## config.mk

```make
export PLATFORM = sky130hd
export DESIGN_NAME = cia_top
export DESIGN_NICKNAME = d
export VERILOG_FILES = /design/src/logic/cia_pkg.sv /design/src/logic/cia_reg_bus_if.sv /design/src/logic/cia_bus_port.sv /design/src/logic/cia_timers.sv /design/src/logic/cia_tod.sv /design/src/logic/cia_irq_ctrl.sv /design/src/logic/cia_top.sv
export SDC_FILE = /design/constraint.sdc
export NUM_CORES = 1
export LEC_CHECK = 0
export BUFFER_PORTS_ARGS = -buffer_cell sky130_fd_sc_hd__buf_2
export CORE_MARGIN = 2
export CORE_UTILIZATION = 47
export CTS_BUF_LIST = sky130_fd_sc_hd__clkbuf_4 sky130_fd_sc_hd__clkbuf_8 sky130_fd_sc_hd__clkbuf_16
export CTS_CLUSTER_SIZE = 10
export DETAILED_ROUTE_END_ITERATION = 12
export SKIP_LAST_GASP = 1
export SYNTH_ARGS = -nofsm -noshare
export SYNTH_HDL_FRONTEND = slang
export SYNTH_SLANG_ARGS = --single-unit
```

## constraint.sdc

```tcl
create_clock -name clk -period 7.15 [get_ports clk]
set_input_delay 1.0725 -clock clk [delete_from_list [all_inputs] [get_ports clk]]
set_output_delay 1.0725 -clock clk [all_outputs]
set_load 0.1 [all_outputs]
```

## src/logic/cia_pkg.sv

```systemverilog
/*
 * CIA shared definitions
 * Register map, control bit positions, bus widths and the
 * time-of-day read-latch states.
 */
package cia_pkg;

  // Bus and datapath widths
  typedef logic [3:0]  reg_addr_t;
  typedef logic [7:0]  byte_t;
  typedef logic [15:0] word_t;

  // Hours[23:18] (PM, tens, units), minutes[17:11], seconds[10:4], tenths[3:0]
  typedef logic [23:0] tod_time_t;

  // Bit 0 timer A, bit 1 timer B, bit 2 alarm
  typedef logic [2:0]  irq_flags_t;

  typedef enum logic {
    TOD_LIVE,
    TOD_FROZEN
  } tod_read_state_t;

  // Timer registers
  localparam reg_addr_t REG_TA_LO = 4'h4;
  localparam reg_addr_t REG_TA_HI = 4'h5;
  localparam reg_addr_t REG_TB_LO = 4'h6;
  localparam reg_addr_t REG_TB_HI = 4'h7;

  // Time-of-day registers
  localparam reg_addr_t REG_TOD_10THS = 4'h8;
  localparam reg_addr_t REG_TOD_SEC   = 4'h9;
  localparam reg_addr_t REG_TOD_MIN   = 4'ha;
  localparam reg_addr_t REG_TOD_HR    = 4'hb;

  // Interrupt and control registers
  localparam reg_addr_t REG_ICR = 4'hd;
  localparam reg_addr_t REG_CRA = 4'he;
  localparam reg_addr_t REG_CRB = 4'hf;

  // Control register bits shared by CRA and CRB
  localparam int CR_START   = 0;
  localparam int CR_ONESHOT = 3;
  localparam int CR_LOAD    = 4;

  // Bits owned by one register only
  localparam int CRB_SRC_TA = 6;
  localparam int CRB_ALARM  = 7;
  localparam int CRA_TOD50  = 7;

endpackage

```

## src/logic/cia_reg_bus_if.sv

```systemverilog
/*
 * CIA internal register bus
 * Single-cycle read and write strobes with address and write data,
 * driven by the bus front end and seen by every register block.
 */
`timescale 1ns/1ps

interface cia_reg_bus_if;

  logic               wr;
  logic               rd;
  cia_pkg::reg_addr_t addr;
  cia_pkg::byte_t     wdata;

  modport front (
    output wr,
    output rd,
    output addr,
    output wdata
  );

  // Blocks only listen, every strobe is taken
  modport block (
    input wr,
    input rd,
    input addr,
    input wdata
  );

endinterface

```

## src/logic/cia_bus_port.sv

```systemverilog
/*
 * CIA bus front end
 * Samples the chip bus into one-cycle register strobes and merges
 * the block read bytes into the registered data output.
 */
`timescale 1ns/1ps

module cia_bus_port (
  input  logic               clk,
  input  logic               int_reset,
  input  logic               cs_n,
  input  logic               rw,
  input  cia_pkg::reg_addr_t rs,
  input  cia_pkg::byte_t     db_in,
  input  cia_pkg::byte_t     timer_rdata,
  input  cia_pkg::byte_t     tod_rdata,
  input  cia_pkg::byte_t     irq_rdata,
  output cia_pkg::byte_t     db_out,
  cia_reg_bus_if.front       bus
);

  cia_pkg::byte_t read_merge;
  logic           rd_q;

  always_ff @(posedge clk) begin
    if (int_reset) begin
      bus.wr <= 1'b0;
      bus.rd <= 1'b0;
      rd_q   <= 1'b0;
      db_out <= '0;
    end else begin
      bus.wr <= !cs_n && !rw;
      bus.rd <= !cs_n && rw;
      rd_q   <= bus.rd;
      // Output holds until the next read reaches this stage
      if (rd_q) begin
        db_out <= read_merge;
      end
    end
  end

  // Address, data and merged read byte
  always_ff @(posedge clk) begin
    bus.addr  <= rs;
    bus.wdata <= db_in;
    if (bus.rd) begin
      read_merge <= timer_rdata | tod_rdata | irq_rdata;
    end
  end

  a_one_strobe: assert property (@(posedge clk) disable iff (int_reset)
    !(bus.wr && bus.rd));

endmodule

```

## src/logic/cia_timers.sv

```systemverilog
/*
 * CIA interval timers
 * Two 16-bit down counters with latches, force load, one-shot and
 * continuous modes; timer B can count timer A underflows.
 */
`timescale 1ns/1ps

module cia_timers (
  input  logic           clk,
  input  logic           int_reset,
  input  logic           phi2,
  cia_reg_bus_if.block   bus,
  output cia_pkg::byte_t rdata,
  output logic           ta_underflow,
  output logic           tb_underflow,
  output logic           cra_tod50
);

  cia_pkg::word_t ta_latch;
  cia_pkg::word_t ta_cnt;
  cia_pkg::word_t tb_latch;
  cia_pkg::word_t tb_cnt;
  cia_pkg::byte_t cra;
  cia_pkg::byte_t crb;
  logic           ta_tick;
  logic           tb_tick;

  assign ta_tick = phi2 && cra[cia_pkg::CR_START];
  // Cascade mode counts A underflow pulses instead of phi2
  assign tb_tick = crb[cia_pkg::CR_START] &&
                   (crb[cia_pkg::CRB_SRC_TA] ? ta_underflow : phi2);

  assign cra_tod50 = cra[cia_pkg::CRA_TOD50];

  // Timer A
  always_ff @(posedge clk) begin
    if (int_reset) begin
      ta_latch     <= 16'hffff;
      ta_cnt       <= '0;
      cra          <= '0;
      ta_underflow <= 1'b0;
    end else begin
      ta_underflow <= 1'b0;
      if (ta_tick) begin
        if (ta_cnt == '0) begin
          ta_cnt       <= ta_latch;
          ta_underflow <= 1'b1;
          if (cra[cia_pkg::CR_ONESHOT]) begin
            cra[cia_pkg::CR_START] <= 1'b0;
          end
        end else begin
          ta_cnt <= ta_cnt - 16'd1;
        end
      end
      // Register writes take priority over counting
      if (bus.wr) begin
        case (bus.addr)
          cia_pkg::REG_TA_LO: ta_latch[7:0] <= bus.wdata;
          cia_pkg::REG_TA_HI: begin
            ta_latch[15:8] <= bus.wdata;
            if (!cra[cia_pkg::CR_START]) begin
              ta_cnt <= {bus.wdata, ta_latch[7:0]};
            end
          end
          cia_pkg::REG_CRA: begin
            cra                   <= bus.wdata;
            cra[cia_pkg::CR_LOAD] <= 1'b0;
            if (bus.wdata[cia_pkg::CR_LOAD]) begin
              ta_cnt <= ta_latch;
            end
          end
          default: ;
        endcase
      end
    end
  end

  // Timer B
  always_ff @(posedge clk) begin
    if (int_reset) begin
      tb_latch     <= 16'hffff;
      tb_cnt       <= '0;
      crb          <= '0;
      tb_underflow <= 1'b0;
    end else begin
      tb_underflow <= 1'b0;
      if (tb_tick) begin
        if (tb_cnt == '0) begin
          tb_cnt       <= tb_latch;
          tb_underflow <= 1'b1;
          if (crb[cia_pkg::CR_ONESHOT]) begin
            crb[cia_pkg::CR_START] <= 1'b0;
          end
        end else begin
          tb_cnt <= tb_cnt - 16'd1;
        end
      end
      if (bus.wr) begin
        case (bus.addr)
          cia_pkg::REG_TB_LO: tb_latch[7:0] <= bus.wdata;
          cia_pkg::REG_TB_HI: begin
            tb_latch[15:8] <= bus.wdata;
            if (!crb[cia_pkg::CR_START]) begin
              tb_cnt <= {bus.wdata, tb_latch[7:0]};
            end
          end
          cia_pkg::REG_CRB: begin
            crb                   <= bus.wdata;
            crb[cia_pkg::CR_LOAD] <= 1'b0;
            if (bus.wdata[cia_pkg::CR_LOAD]) begin
              tb_cnt <= tb_latch;
            end
          end
          default: ;
        endcase
      end
    end
  end

  always_comb begin
    case (bus.addr)
      cia_pkg::REG_TA_LO: rdata = ta_cnt[7:0];
      cia_pkg::REG_TA_HI: rdata = ta_cnt[15:8];
      cia_pkg::REG_TB_LO: rdata = tb_cnt[7:0];
      cia_pkg::REG_TB_HI: rdata = tb_cnt[15:8];
      cia_pkg::REG_CRA:   rdata = cra;
      cia_pkg::REG_CRB:   rdata = crb;
      default:            rdata = '0;
    endcase
  end

  // One-shot stops on underflow unless software rewrote the control register
  a_ta_oneshot: assert property (@(posedge clk) disable iff (int_reset)
    ta_underflow && cra[cia_pkg::CR_ONESHOT] &&
    !$past(bus.wr && bus.addr == cia_pkg::REG_CRA) |-> !cra[cia_pkg::CR_START]);
  a_tb_oneshot: assert property (@(posedge clk) disable iff (int_reset)
    tb_underflow && crb[cia_pkg::CR_ONESHOT] &&
    !$past(bus.wr && bus.addr == cia_pkg::REG_CRB) |-> !crb[cia_pkg::CR_START]);

  // A zero latch may legally underflow on back-to-back ticks
  a_ta_pulse: assert property (@(posedge clk) disable iff (int_reset || ta_latch == '0)
    ta_underflow |=> !ta_underflow);
  a_tb_pulse: assert property (@(posedge clk) disable iff (int_reset || tb_latch == '0)
    tb_underflow |=> !tb_underflow);

endmodule

```

## src/logic/cia_tod.sv

```systemverilog
/*
 * CIA time-of-day clock
 * BCD 12-hour clock fed by a divided tod pulse train, with a frozen
 * read-out during multi-byte reads and an alarm compare.
 */
`timescale 1ns/1ps

module cia_tod (
  input  logic           clk,
  input  logic           int_reset,
  input  logic           tod,
  input  logic           cra_tod50,
  cia_reg_bus_if.block   bus,
  output cia_pkg::byte_t rdata,
  output logic           alarm_hit
);

  cia_pkg::tod_time_t       tod_time;
  cia_pkg::tod_time_t       alarm;
  cia_pkg::tod_time_t       snapshot;
  cia_pkg::tod_time_t       view;
  cia_pkg::tod_read_state_t read_state;
  logic                     run;
  logic                     alarm_sel;
  logic                     tod_prev;
  logic                     tod_rise;
  logic [2:0]               div_cnt;
  logic                     tenth_tick;
  logic                     match;
  logic                     match_q;

  // Returns {carry, next} for a 00..59 BCD field
  function automatic logic [7:0] bcd_inc59(input logic [6:0] v);
    logic [6:0] n;
    logic       carry;
    n     = v;
    carry = 1'b0;
    if (v[3:0] != 4'd9) begin
      n[3:0] = v[3:0] + 4'd1;
    end else begin
      n[3:0] = 4'd0;
      if (v[6:4] != 3'd5) begin
        n[6:4] = v[6:4] + 3'd1;
      end else begin
        n[6:4] = 3'd0;
        carry  = 1'b1;
      end
    end
    return {carry, n};
  endfunction

  function automatic cia_pkg::tod_time_t tod_advance(input cia_pkg::tod_time_t t);
    logic [5:0] hr;
    logic [7:0] min_inc;
    logic [7:0] sec_inc;
    logic [3:0] tenths;
    hr      = t[23:18];
    min_inc = {1'b0, t[17:11]};
    sec_inc = {1'b0, t[10:4]};
    tenths  = t[3:0] + 4'd1;
    if (t[3:0] == 4'd9) begin
      tenths  = 4'd0;
      sec_inc = bcd_inc59(t[10:4]);
      if (sec_inc[7]) begin
        min_inc = bcd_inc59(t[17:11]);
        if (min_inc[7]) begin
          // 11 to 12 flips AM/PM, 12 wraps to 1
          case (hr[4:0])
            5'h11:   hr = {~hr[5], 5'h12};
            5'h12:   hr[4:0] = 5'h01;
            5'h09:   hr[4:0] = 5'h10;
            default: hr[3:0] = hr[3:0] + 4'd1;
          endcase
        end
      end
    end
    return {hr, min_inc[6:0], sec_inc[6:0], tenths};
  endfunction

  assign tod_rise  = tod && !tod_prev;
  assign match     = (tod_time == alarm);
  assign alarm_hit = match && !match_q;
  assign view      = (read_state == cia_pkg::TOD_FROZEN) ? snapshot : tod_time;

  always_ff @(posedge clk) begin
    if (int_reset) begin
      tod_time   <= {6'h01, 7'h00, 7'h00, 4'h0};
      alarm      <= '0;
      run        <= 1'b0;
      alarm_sel  <= 1'b0;
      tod_prev   <= 1'b0;
      div_cnt    <= '0;
      tenth_tick <= 1'b0;
      match_q    <= 1'b0;
      read_state <= cia_pkg::TOD_LIVE;
    end else begin
      tod_prev   <= tod;
      match_q    <= match;
      tenth_tick <= 1'b0;
      // Divide by 5 for 50 Hz mains, 6 for 60 Hz
      if (!run) begin
        div_cnt <= '0;
      end else if (tod_rise) begin
        if (div_cnt == (cra_tod50 ? 3'd4 : 3'd5)) begin
          div_cnt    <= '0;
          tenth_tick <= 1'b1;
        end else begin
          div_cnt <= div_cnt + 3'd1;
        end
      end
      if (tenth_tick && run) begin
        tod_time <= tod_advance(tod_time);
      end
      if (bus.rd) begin
        if (bus.addr == cia_pkg::REG_TOD_HR) begin
          read_state <= cia_pkg::TOD_FROZEN;
        end else if (bus.addr == cia_pkg::REG_TOD_10THS) begin
          read_state <= cia_pkg::TOD_LIVE;
        end
      end
      if (bus.wr) begin
        case (bus.addr)
          cia_pkg::REG_TOD_10THS: begin
            if (alarm_sel) begin
              alarm[3:0] <= bus.wdata[3:0];
            end else begin
              tod_time[3:0] <= bus.wdata[3:0];
              run           <= 1'b1;
            end
          end
          cia_pkg::REG_TOD_SEC: begin
            if (alarm_sel) alarm[10:4] <= bus.wdata[6:0];
            else tod_time[10:4] <= bus.wdata[6:0];
          end
          cia_pkg::REG_TOD_MIN: begin
            if (alarm_sel) alarm[17:11] <= bus.wdata[6:0];
            else tod_time[17:11] <= bus.wdata[6:0];
          end
          cia_pkg::REG_TOD_HR: begin
            if (alarm_sel) begin
              alarm[23:18] <= {bus.wdata[7], bus.wdata[4:0]};
            end else begin
              tod_time[23:18] <= {bus.wdata[7], bus.wdata[4:0]};
              run             <= 1'b0;
            end
          end
          cia_pkg::REG_CRB: alarm_sel <= bus.wdata[cia_pkg::CRB_ALARM];
          default: ;
        endcase
      end
    end
  end

  // Snapshot taken on the first hours read of a sequence
  always_ff @(posedge clk) begin
    if (bus.rd && bus.addr == cia_pkg::REG_TOD_HR && read_state == cia_pkg::TOD_LIVE) begin
      snapshot <= tod_time;
    end
  end

  always_comb begin
    case (bus.addr)
      cia_pkg::REG_TOD_10THS: rdata = {4'h0, view[3:0]};
      cia_pkg::REG_TOD_SEC:   rdata = {1'b0, view[10:4]};
      cia_pkg::REG_TOD_MIN:   rdata = {1'b0, view[17:11]};
      cia_pkg::REG_TOD_HR:    rdata = {view[23], 2'b00, view[22:18]};
      default:                rdata = '0;
    endcase
  end

  a_tenths_bcd: assert property (@(posedge clk) disable iff (int_reset)
    tod_time[3:0] <= 4'd9);

endmodule

```

## src/logic/cia_irq_ctrl.sv

```systemverilog
/*
 * CIA interrupt controller
 * Pending flags with a set/clear mask, clear-on-read status and
 * the active-low interrupt line.
 */
`timescale 1ns/1ps

module cia_irq_ctrl (
  input  logic           clk,
  input  logic           int_reset,
  input  logic           ta_underflow,
  input  logic           tb_underflow,
  input  logic           alarm_hit,
  cia_reg_bus_if.block   bus,
  output cia_pkg::byte_t rdata,
  output logic           irq_n
);

  cia_pkg::irq_flags_t flags;
  cia_pkg::irq_flags_t mask;
  cia_pkg::irq_flags_t set;
  logic                icr_read;
  logic                icr_write;
  logic                active;

  assign set       = {alarm_hit, tb_underflow, ta_underflow};
  assign icr_read  = bus.rd && bus.addr == cia_pkg::REG_ICR;
  assign icr_write = bus.wr && bus.addr == cia_pkg::REG_ICR;
  assign active    = |(flags & mask);

  always_ff @(posedge clk) begin
    if (int_reset) begin
      flags <= '0;
      mask  <= '0;
      irq_n <= 1'b1;
    end else begin
      // A new event beats the read clear
      if (icr_read) flags <= set;
      else flags <= flags | set;
      if (icr_write) begin
        if (bus.wdata[7]) mask <= mask | bus.wdata[2:0];
        else mask <= mask & ~bus.wdata[2:0];
      end
      if (icr_read) irq_n <= 1'b1;
      else irq_n <= !active;
    end
  end

  assign rdata = (bus.addr == cia_pkg::REG_ICR) ? {active, 4'b0000, flags} : '0;

  // A low irq_n needs a flag still pending under the mask it was raised with
  a_irq_cause: assert property (@(posedge clk) disable iff (int_reset)
    !irq_n |-> |(flags & $past(mask)));

endmodule

```

## src/logic/cia_top.sv

```systemverilog
/*
 * CIA top level
 * Bus front end with timer, time-of-day and interrupt blocks.
 */
`timescale 1ns/1ps

module cia_top (
  input  logic               clk,
  input  logic               int_reset,
  input  logic               phi2,
  input  logic               cs_n,
  input  logic               rw,
  input  cia_pkg::reg_addr_t rs,
  input  cia_pkg::byte_t     db_in,
  output cia_pkg::byte_t     db_out,
  input  logic               tod,
  output logic               irq_n
);

  cia_pkg::byte_t timer_rdata;
  cia_pkg::byte_t tod_rdata;
  cia_pkg::byte_t irq_rdata;
  logic           ta_underflow;
  logic           tb_underflow;
  logic           alarm_hit;
  logic           cra_tod50;

  cia_reg_bus_if reg_bus ();

  cia_bus_port u_bus_port (
    .clk         (clk),
    .int_reset   (int_reset),
    .cs_n        (cs_n),
    .rw          (rw),
    .rs          (rs),
    .db_in       (db_in),
    .timer_rdata (timer_rdata),
    .tod_rdata   (tod_rdata),
    .irq_rdata   (irq_rdata),
    .db_out      (db_out),
    .bus         (reg_bus.front)
  );

  cia_timers u_timers (
    .clk          (clk),
    .int_reset    (int_reset),
    .phi2         (phi2),
    .bus          (reg_bus.block),
    .rdata        (timer_rdata),
    .ta_underflow (ta_underflow),
    .tb_underflow (tb_underflow),
    .cra_tod50    (cra_tod50)
  );

  cia_tod u_tod (
    .clk       (clk),
    .int_reset (int_reset),
    .tod       (tod),
    .cra_tod50 (cra_tod50),
    .bus       (reg_bus.block),
    .rdata     (tod_rdata),
    .alarm_hit (alarm_hit)
  );

  cia_irq_ctrl u_irq_ctrl (
    .clk          (clk),
    .int_reset    (int_reset),
    .ta_underflow (ta_underflow),
    .tb_underflow (tb_underflow),
    .alarm_hit    (alarm_hit),
    .bus          (reg_bus.block),
    .rdata        (irq_rdata),
    .irq_n        (irq_n)
  );

endmodule

```

==> run metrics, run 1 <==
vias in the first global route=roughly 8000; Worst IR Drop VDD=between 0.1 and 0.15 mV; P&R area growth vs syn=8.445%; Synth cell types=75; proportion of synthesized area in mux cells=~7.3%; Die H=about 150 um; most common cell after layout, fill and taps aside=dfxtp_1; CTS Sinks=198; commonest cells after routing, fill and taps aside=166 x dfxtp_1, 141 x nor2_1, 114 x nand2_1, 66 x a21oi_1, 50 x o21ai_0; Diodes inserted=0; num ports=27; Min Clock Period, post-route=3026 ps; GRT overflow=0; Iter 0 DRT Violations=around 850; Setup Fix Bufs, Post-CTS=0; placed cell area=10360 um2; biggest area consumer among synthesized cells=dfxtp_1; R2R setup slack=between 4000 and 5000 ps; Yosys top cell area share=32.84%; asr flop ratio synth=0%; syn_area_per_cell=between 8 and 9 um2; core area=21090 um2; CTS H-tree lvls=4; first-pass GRT wire length=roughly 48000 um; Netlist Area Pre-Place=approximately 10000 um2; Synth Area in Compound Gates=between 10% and 20%; Worst Path Arrival=around 3400 ps; initial core utilization=47.98%; flops & latches, synth=around 200; hold_sp=u_timers.cra[1]$_SDFFE_PP0P_; skew final=approximately 9 ps; post-route ant nets=0; fraction of layout cells with a size suffix above 1=around 9.0%; leakage power=approximately 4 nW; via count=8901; cts bufs inserted=17; largest net degree at the start of global routing=slightly above 60; initial antenna violation count=0; Die X=150.7 um; DRT Pass-1 Iters=7; Max clock buf depth=2; r2r worst-path depth=6; crit path kind=reg2reg; EDFF count, synth=32; Pwr per Cell Area=between 200 and 250 nW/um2; CTS tree=built; fin. max-slew vios=0; Synth Area in XOR/XNOR=approximately 3%; main combinational cell family by area after synthesis=simple AND/OR/NAND/NOR gates; WL per Instance=around 22 um; # DRC=0; Clock Pin Slew Worst Setup and Hold Paths=about 80 ps; post-synthesis sequential area ratio=42.34%; max-cap violations=0; worst hold endpoint=u_timers.cra[1]$_SDFFE_PP0P_; Hold Path Stages=2; Hold-fix buffers, CTS=0; Synth Instances=approximately 1200; status=complete, no violations; post-route cell area=around 11000 um2; row cnt=53; I/O Buffers=26; Total Routing Usage GR=27.99%; setup TNS=0 ps; top post-synthesis cells by area=dfxtp_1 33%, edfxtp_1 9.5%, nor2_1 5.2%; CP endpoint kind=register; GP Congestion=about 0.95; clk_lat worst skew=~450 ps; fmax=between 300 and 400 MHz; simple-gate share of the synthesized area=22.68%; Final Power=roughly 2.3 mW; Die Area=roughly 23000 um2; Rel. slew slack=a little over a fifth; reg2reg end=u_timers.ta_cnt[11]$_SDFF_PP0_; # nets final=1164; worst-margin pin slew=about 1200 ps; final core occ=52.04%; Finish-stage setup viols=0; post_cts resized=0; net count after synthesis=about 1200; DR vias/cell=about 6.2; RSZ-0062 raised after global routing=no; Synth Flop Type=dfxtp_1; post-synthesis adder-cell area fraction=less than 1%; Hold/Removal Path Class=reg2reg; fin crit share=about 42%; Post-Route WL=30950 um; CTS root buf=clkbuf_16; WP data required=~7600 ps; reg-to-reg startpoint=u_bus_port.bus.addr[1]$_DFF_P_; Yosys Warn Count=0; HPWL after detailed placement=~20000 um; Max FO, Critical Path=25; crit start category=register; endpoints failing hold=0
## layout make-up
| class | instances | area (um2) |
|---|---|---|
| fillers | 2018 | 10110 |
| inverters | 19 | 71.32 |
| flip-flops and latches | 198 | 4284 |
| repair buffers | 42 | 252.7 |
| multi-input cells | 860 | 5406 |
| clock buffers | 19 | 457.9 |
| clock inverters | 13 | 156.4 |
| well taps | 275 | 344.1 |
## Yosys cell counts (5+ instances only)
cell type and n:
nor3_1 26, nor3b_1 10, buf_1 7, edfxtp_1 32, dfxtp_1 166, nand2b_1 10
nor2_1 141, xnor2_1 19, o21ai_1 11, a211o_1 26, a22oi_1 15, nand2_1 114
nand4b_1 5, inv_1 19, ha_1 8, mux2i_1 48, o22ai_1 7, mux4_2 8
o21a_1 5, o21ai_0 50, a311oi_1 10, nand3b_1 11, and3_1 25, nor2b_1 13
nor4_1 13, o211ai_1 10, or3_1 8, a22o_1 14, nand3_1 45, nand4_1 20
mux2_2 7, xor2_1 15, a211oi_1 13, a221oi_1 9, a21oi_1 66, o221ai_1 7
clkbuf_1 72
## metrics by stage
step / setup slack [ps] / cells / hold slack (ps)
CTS: 4218 / 1426 / 456.1
global route: 3976 / 1426 / 473.6
finish: 4124 / 1426 / 459.2
global placement: 4014 / 1394 / 438.0
detailed placement: 3979 / 1394 / 431.6
floorplan: 4531 / 1163 / 406.4
## worst max path at each step
| stage | startpoint | end | depth (start not counted) |
|---|---|---|---|
| CTS | u_bus_port.bus.addr[1]$_DFF_P_ | u_tod.snapshot[3]$_DFFE_PP_ | 3 |
| finish | u_bus_port.bus.addr[1]$_DFF_P_ | u_timers.ta_cnt[11]$_SDFF_PP0_ | 6 |
| detailed placement | int_reset | u_timers.ta_cnt[11]$_SDFF_PP0_ | 7 |
| global placement | int_reset | u_timers.ta_cnt[11]$_SDFF_PP0_ | 7 |
| floorplan | phi2 | u_timers.tb_cnt[15]$_SDFF_PP0_ | 7 |
| global route | u_bus_port.bus.addr[0]$_DFF_P_ | u_timers.ta_cnt[11]$_SDFF_PP0_ | 6 |
## worst max-delay path, cell delays in order, from the launching register on
cell and delay, ps:
dfxtp_1 990, nand4b_1 260, nor3_1 940, a21boi_0 330
o31ai_1 100, a22oi_1 200, o32a_1 150
## registers in the layout (all words and copies together) (netlist names), 3 cells and up, named ones only
| signal | flops |
|---|---|
| u_bus_port.bus.addr | 4 |
| u_bus_port.bus.wdata | 8 |
| u_bus_port.db_out | 8 |
| u_bus_port.read_merge | 8 |
| u_irq_ctrl.flags | 3 |
| u_timers.cra | 7 |
| u_timers.crb | 6 |
| u_timers.ta_cnt | 16 |
| u_timers.ta_latch | 16 |
| u_timers.tb_cnt | 16 |
| u_timers.tb_latch | 16 |
| u_tod.alarm | 24 |
| u_tod.div_cnt | 3 |
| u_tod.snapshot | 24 |
| u_tod.tod_time | 24 |
## logic make-up after synthesis
group	after synthesis
and+or+nand+nor	467
AOI/OAI and AO/OA	288
DFF	198
buffers and inverters	105
muxes	63
xor gates and xnor gates	34
adders and majority gates	8
## report_power, final
group          internal (mW)  total (mW)  switching [mW]
registers               1.14        1.17          0.0297
logic                 0.0482       0.159           0.111
clock network          0.524        1.01           0.490
## layer usage
metal,vias up,part of all wire (%),track usage (%)
met4,0,2.3,9.673
met1,4296,44,38.74
met3,56,6.6,4.727
li1,4231,-,-
met2,318,47,44.34
met5,-,0,0
Power figures use the tool's default switching activity.
==> inputs of run 2 (changes only) <==
--- a/config.mk
+++ b/config.mk
@@ -11,6 +11,7 @@
 export CTS_BUF_LIST = sky130_fd_sc_hd__clkbuf_4 sky130_fd_sc_hd__clkbuf_8 sky130_fd_sc_hd__clkbuf_16
 export CTS_CLUSTER_SIZE = 10
 export DETAILED_ROUTE_END_ITERATION = 12
+export PLACE_DENSITY = 0.65
 export SKIP_LAST_GASP = 1
 export SYNTH_ARGS = -nofsm -noshare
 export SYNTH_HDL_FRONTEND = slang
==> constraint.sdc (replaced) <==
create_clock -name clk -period 2.5 [get_ports clk]
set_input_delay 0.375 -clock clk [delete_from_list [all_inputs] [get_ports clk]]
set_output_delay 0.375 -clock clk [all_outputs]
set_load 0.1 [all_outputs]
==> run 2 against run 1 <==
Clock power rose to 2.8 times the previous value; wire length is 0.49% lower; register-to-register slack got worse by 4100 ps; hold slack worse by 440 ps; critical endpoint is now u_timers.tb_cnt[11]$_SDFF_PP0_; highest routed layer unchanged.
==> run metrics, run 2 (same netlist as run 1, synthesis figures left out) <==
most common cell after layout, fill and taps aside=dfxtp_1; met2 usage=between 40% and 50%; Worst IR Drop VDD=between 0.4 and 0.5 mV; CTS Sinks=a little under 200; Die Area=~23000 um2; status=complete, no violations; Max FO, Critical Path=19; slack of the critical path=around 65 ps; CTS tree=built; fmax=~410 MHz; setup TNS=0 ps; fin crit share=between 90% and 100%; Max clock buf depth=2; core area=between 20000 and 25000 um2; WL per Instance=~21 um; busiest grt layer=met2; largest net degree at the start of global routing=54; Hold/Removal Path Class=in2reg; largest registers=u_tod.alarm x24, u_tod.snapshot x24, u_tod.tod_time x24; # DRC=0; Die X=about 150 um; Finish-stage setup viols=0; post-route ant nets=0; CP endpoint kind=register; vias in the first global route=8516; # nets final=approximately 1200; P&R area growth vs syn=12.98%; Rel. slew slack=a little under a third; CTS root buf=clkbuf_16; cts bufs inserted=17; Inst Count DP=between 1000 and 1500; I/O Buffers=26; Layout Cells excl Fill=about 1500; GRT overflow=0; Pwr per Cell Area=579.9 nW/um2; clk_lat worst skew=approximately 450 ps; endpoints failing hold=0; Setup WS pre-CTS=between 90 and 100 ps; CTS H-tree lvls=4; crit start category=register; Total Routing Usage GR=27.76%; initial antenna violation count=1; Iter 0 DRT Violations=between 800 and 900; first-pass GRT wire length=a little under 50000 um; WP data required=2820 ps; grt met3 use=5.485%; DR vias/cell=6.157; commonest cells after routing, fill and taps aside=166 x dfxtp_1, 141 x nor2_1, 114 x nand2_1, 80 x buf_4, 66 x a21oi_1; Min Clock Period, post-route=between 2000 and 2500 ps; RSZ-0062 raised after global routing=yes; GP Congestion=about 1; Die H=around 150 um; num ports=27; Setup Fix Bufs, Post-CTS=0; leakage power=between 4 and 5 nW; worst-margin pin slew=between 1000 and 1500 ps; met1 GRT Util=a little under two fifths; max-cap violations=0; initial core utilization=approximately 48%; Worst Path Arrival=between 2000 and 3000 ps; crit path kind=reg2reg; fin. max-slew vios=0; fraction of layout cells with a size suffix above 1=between 10% and 20%; skew final=about 15 ps; DRT Pass-1 Iters=6; HPWL after detailed placement=22080 um; via count=about 9200; Final Power=6.630 mW; final core occ=between 50% and 60%; Post-Route WL=about 30000 um; Clock Pin Slew Worst Setup and Hold Paths=~80 ps; row cnt=between 50 and 60
-- run 2: final cells by class --
cell class / count / area (um2)
clock buffer: 18 / 432.9
inverter: 19 / 71.32
fill: 1945 / 9656
clock inverter: 14 / 165.2
antenna: 1 / 2.502
multi-input combinational: 860 / 5406
tap: 275 / 344.1
timing repair buffer: 105 / 725.7
sequential: 198 / 4284
-- run 2: what timing repair did --
| action | CTS | global route |
|---|---|---|
| endpoints found under the setup margin | 0 | 1 |
| hold buffers | 0 | 0 |
| endpoints found under the hold margin | 0 | 0 |
| gates resized for setup | 0 | 0 |
-- run 2: per-layer routing --
metal  routed length [um]  vias up  part of all wire, %
li1                     -     4353                    -
met5                    0        -                    0
met1                13200     4358                   43
met3                 2187       75                  7.1
met4                 1072        0                  3.5
met2                14340      388                   47
-- run 2: worst max-delay path: stages, from the launching register on --
cell and delay, ps:
dfxtp_1 350, inv_1 120, ha_1 150, or4b_1 470, or4_4 590, o21ai_1 220, a2bb2oi_1 100, mux2i_1 180
o221ai_1 130
-- run 2: path summary, 6_finish.rpt --
check	from	cells past startpoint	to	slack, ps
worst max register to register	u_timers.tb_cnt[0]$_SDFF_PP0_	8	u_timers.tb_cnt[11]$_SDFF_PP0_	70
worst max-delay path	u_timers.tb_cnt[0]$_SDFF_PP0_	8	u_timers.tb_cnt[11]$_SDFF_PP0_	70
worst min register to register	u_timers.tb_underflow$_SDFF_PP0_	2	u_irq_ctrl.flags[1]$_SDFF_PP0_	450
worst min-delay path	db_in[4]	1	u_bus_port.bus.wdata[4]$_DFF_P_	20
-- run 2: per-stage QoR --
stage | hold slack (ps) | cell area, um2
after global routing | 4.165 | 11430
after detailed placement | 442.1 | 10830
after floorplan | 402.7 | 10120
final | 20.73 | 11430
after CTS | 15.07 | 11430
after global placement | 422.9 | 10830
-- run 2: power by group --
| group | switching, mW | leakage [nW] | total (mW) | internal, mW |
|---|---|---|---|---|
| Clock | 1.35 | 0.289 | 2.79 | 1.44 |
| Sequential | 0.0707 | 1.65 | 3.33 | 3.26 |
| Combinational | 0.334 | 2.37 | 0.510 | 0.176 |
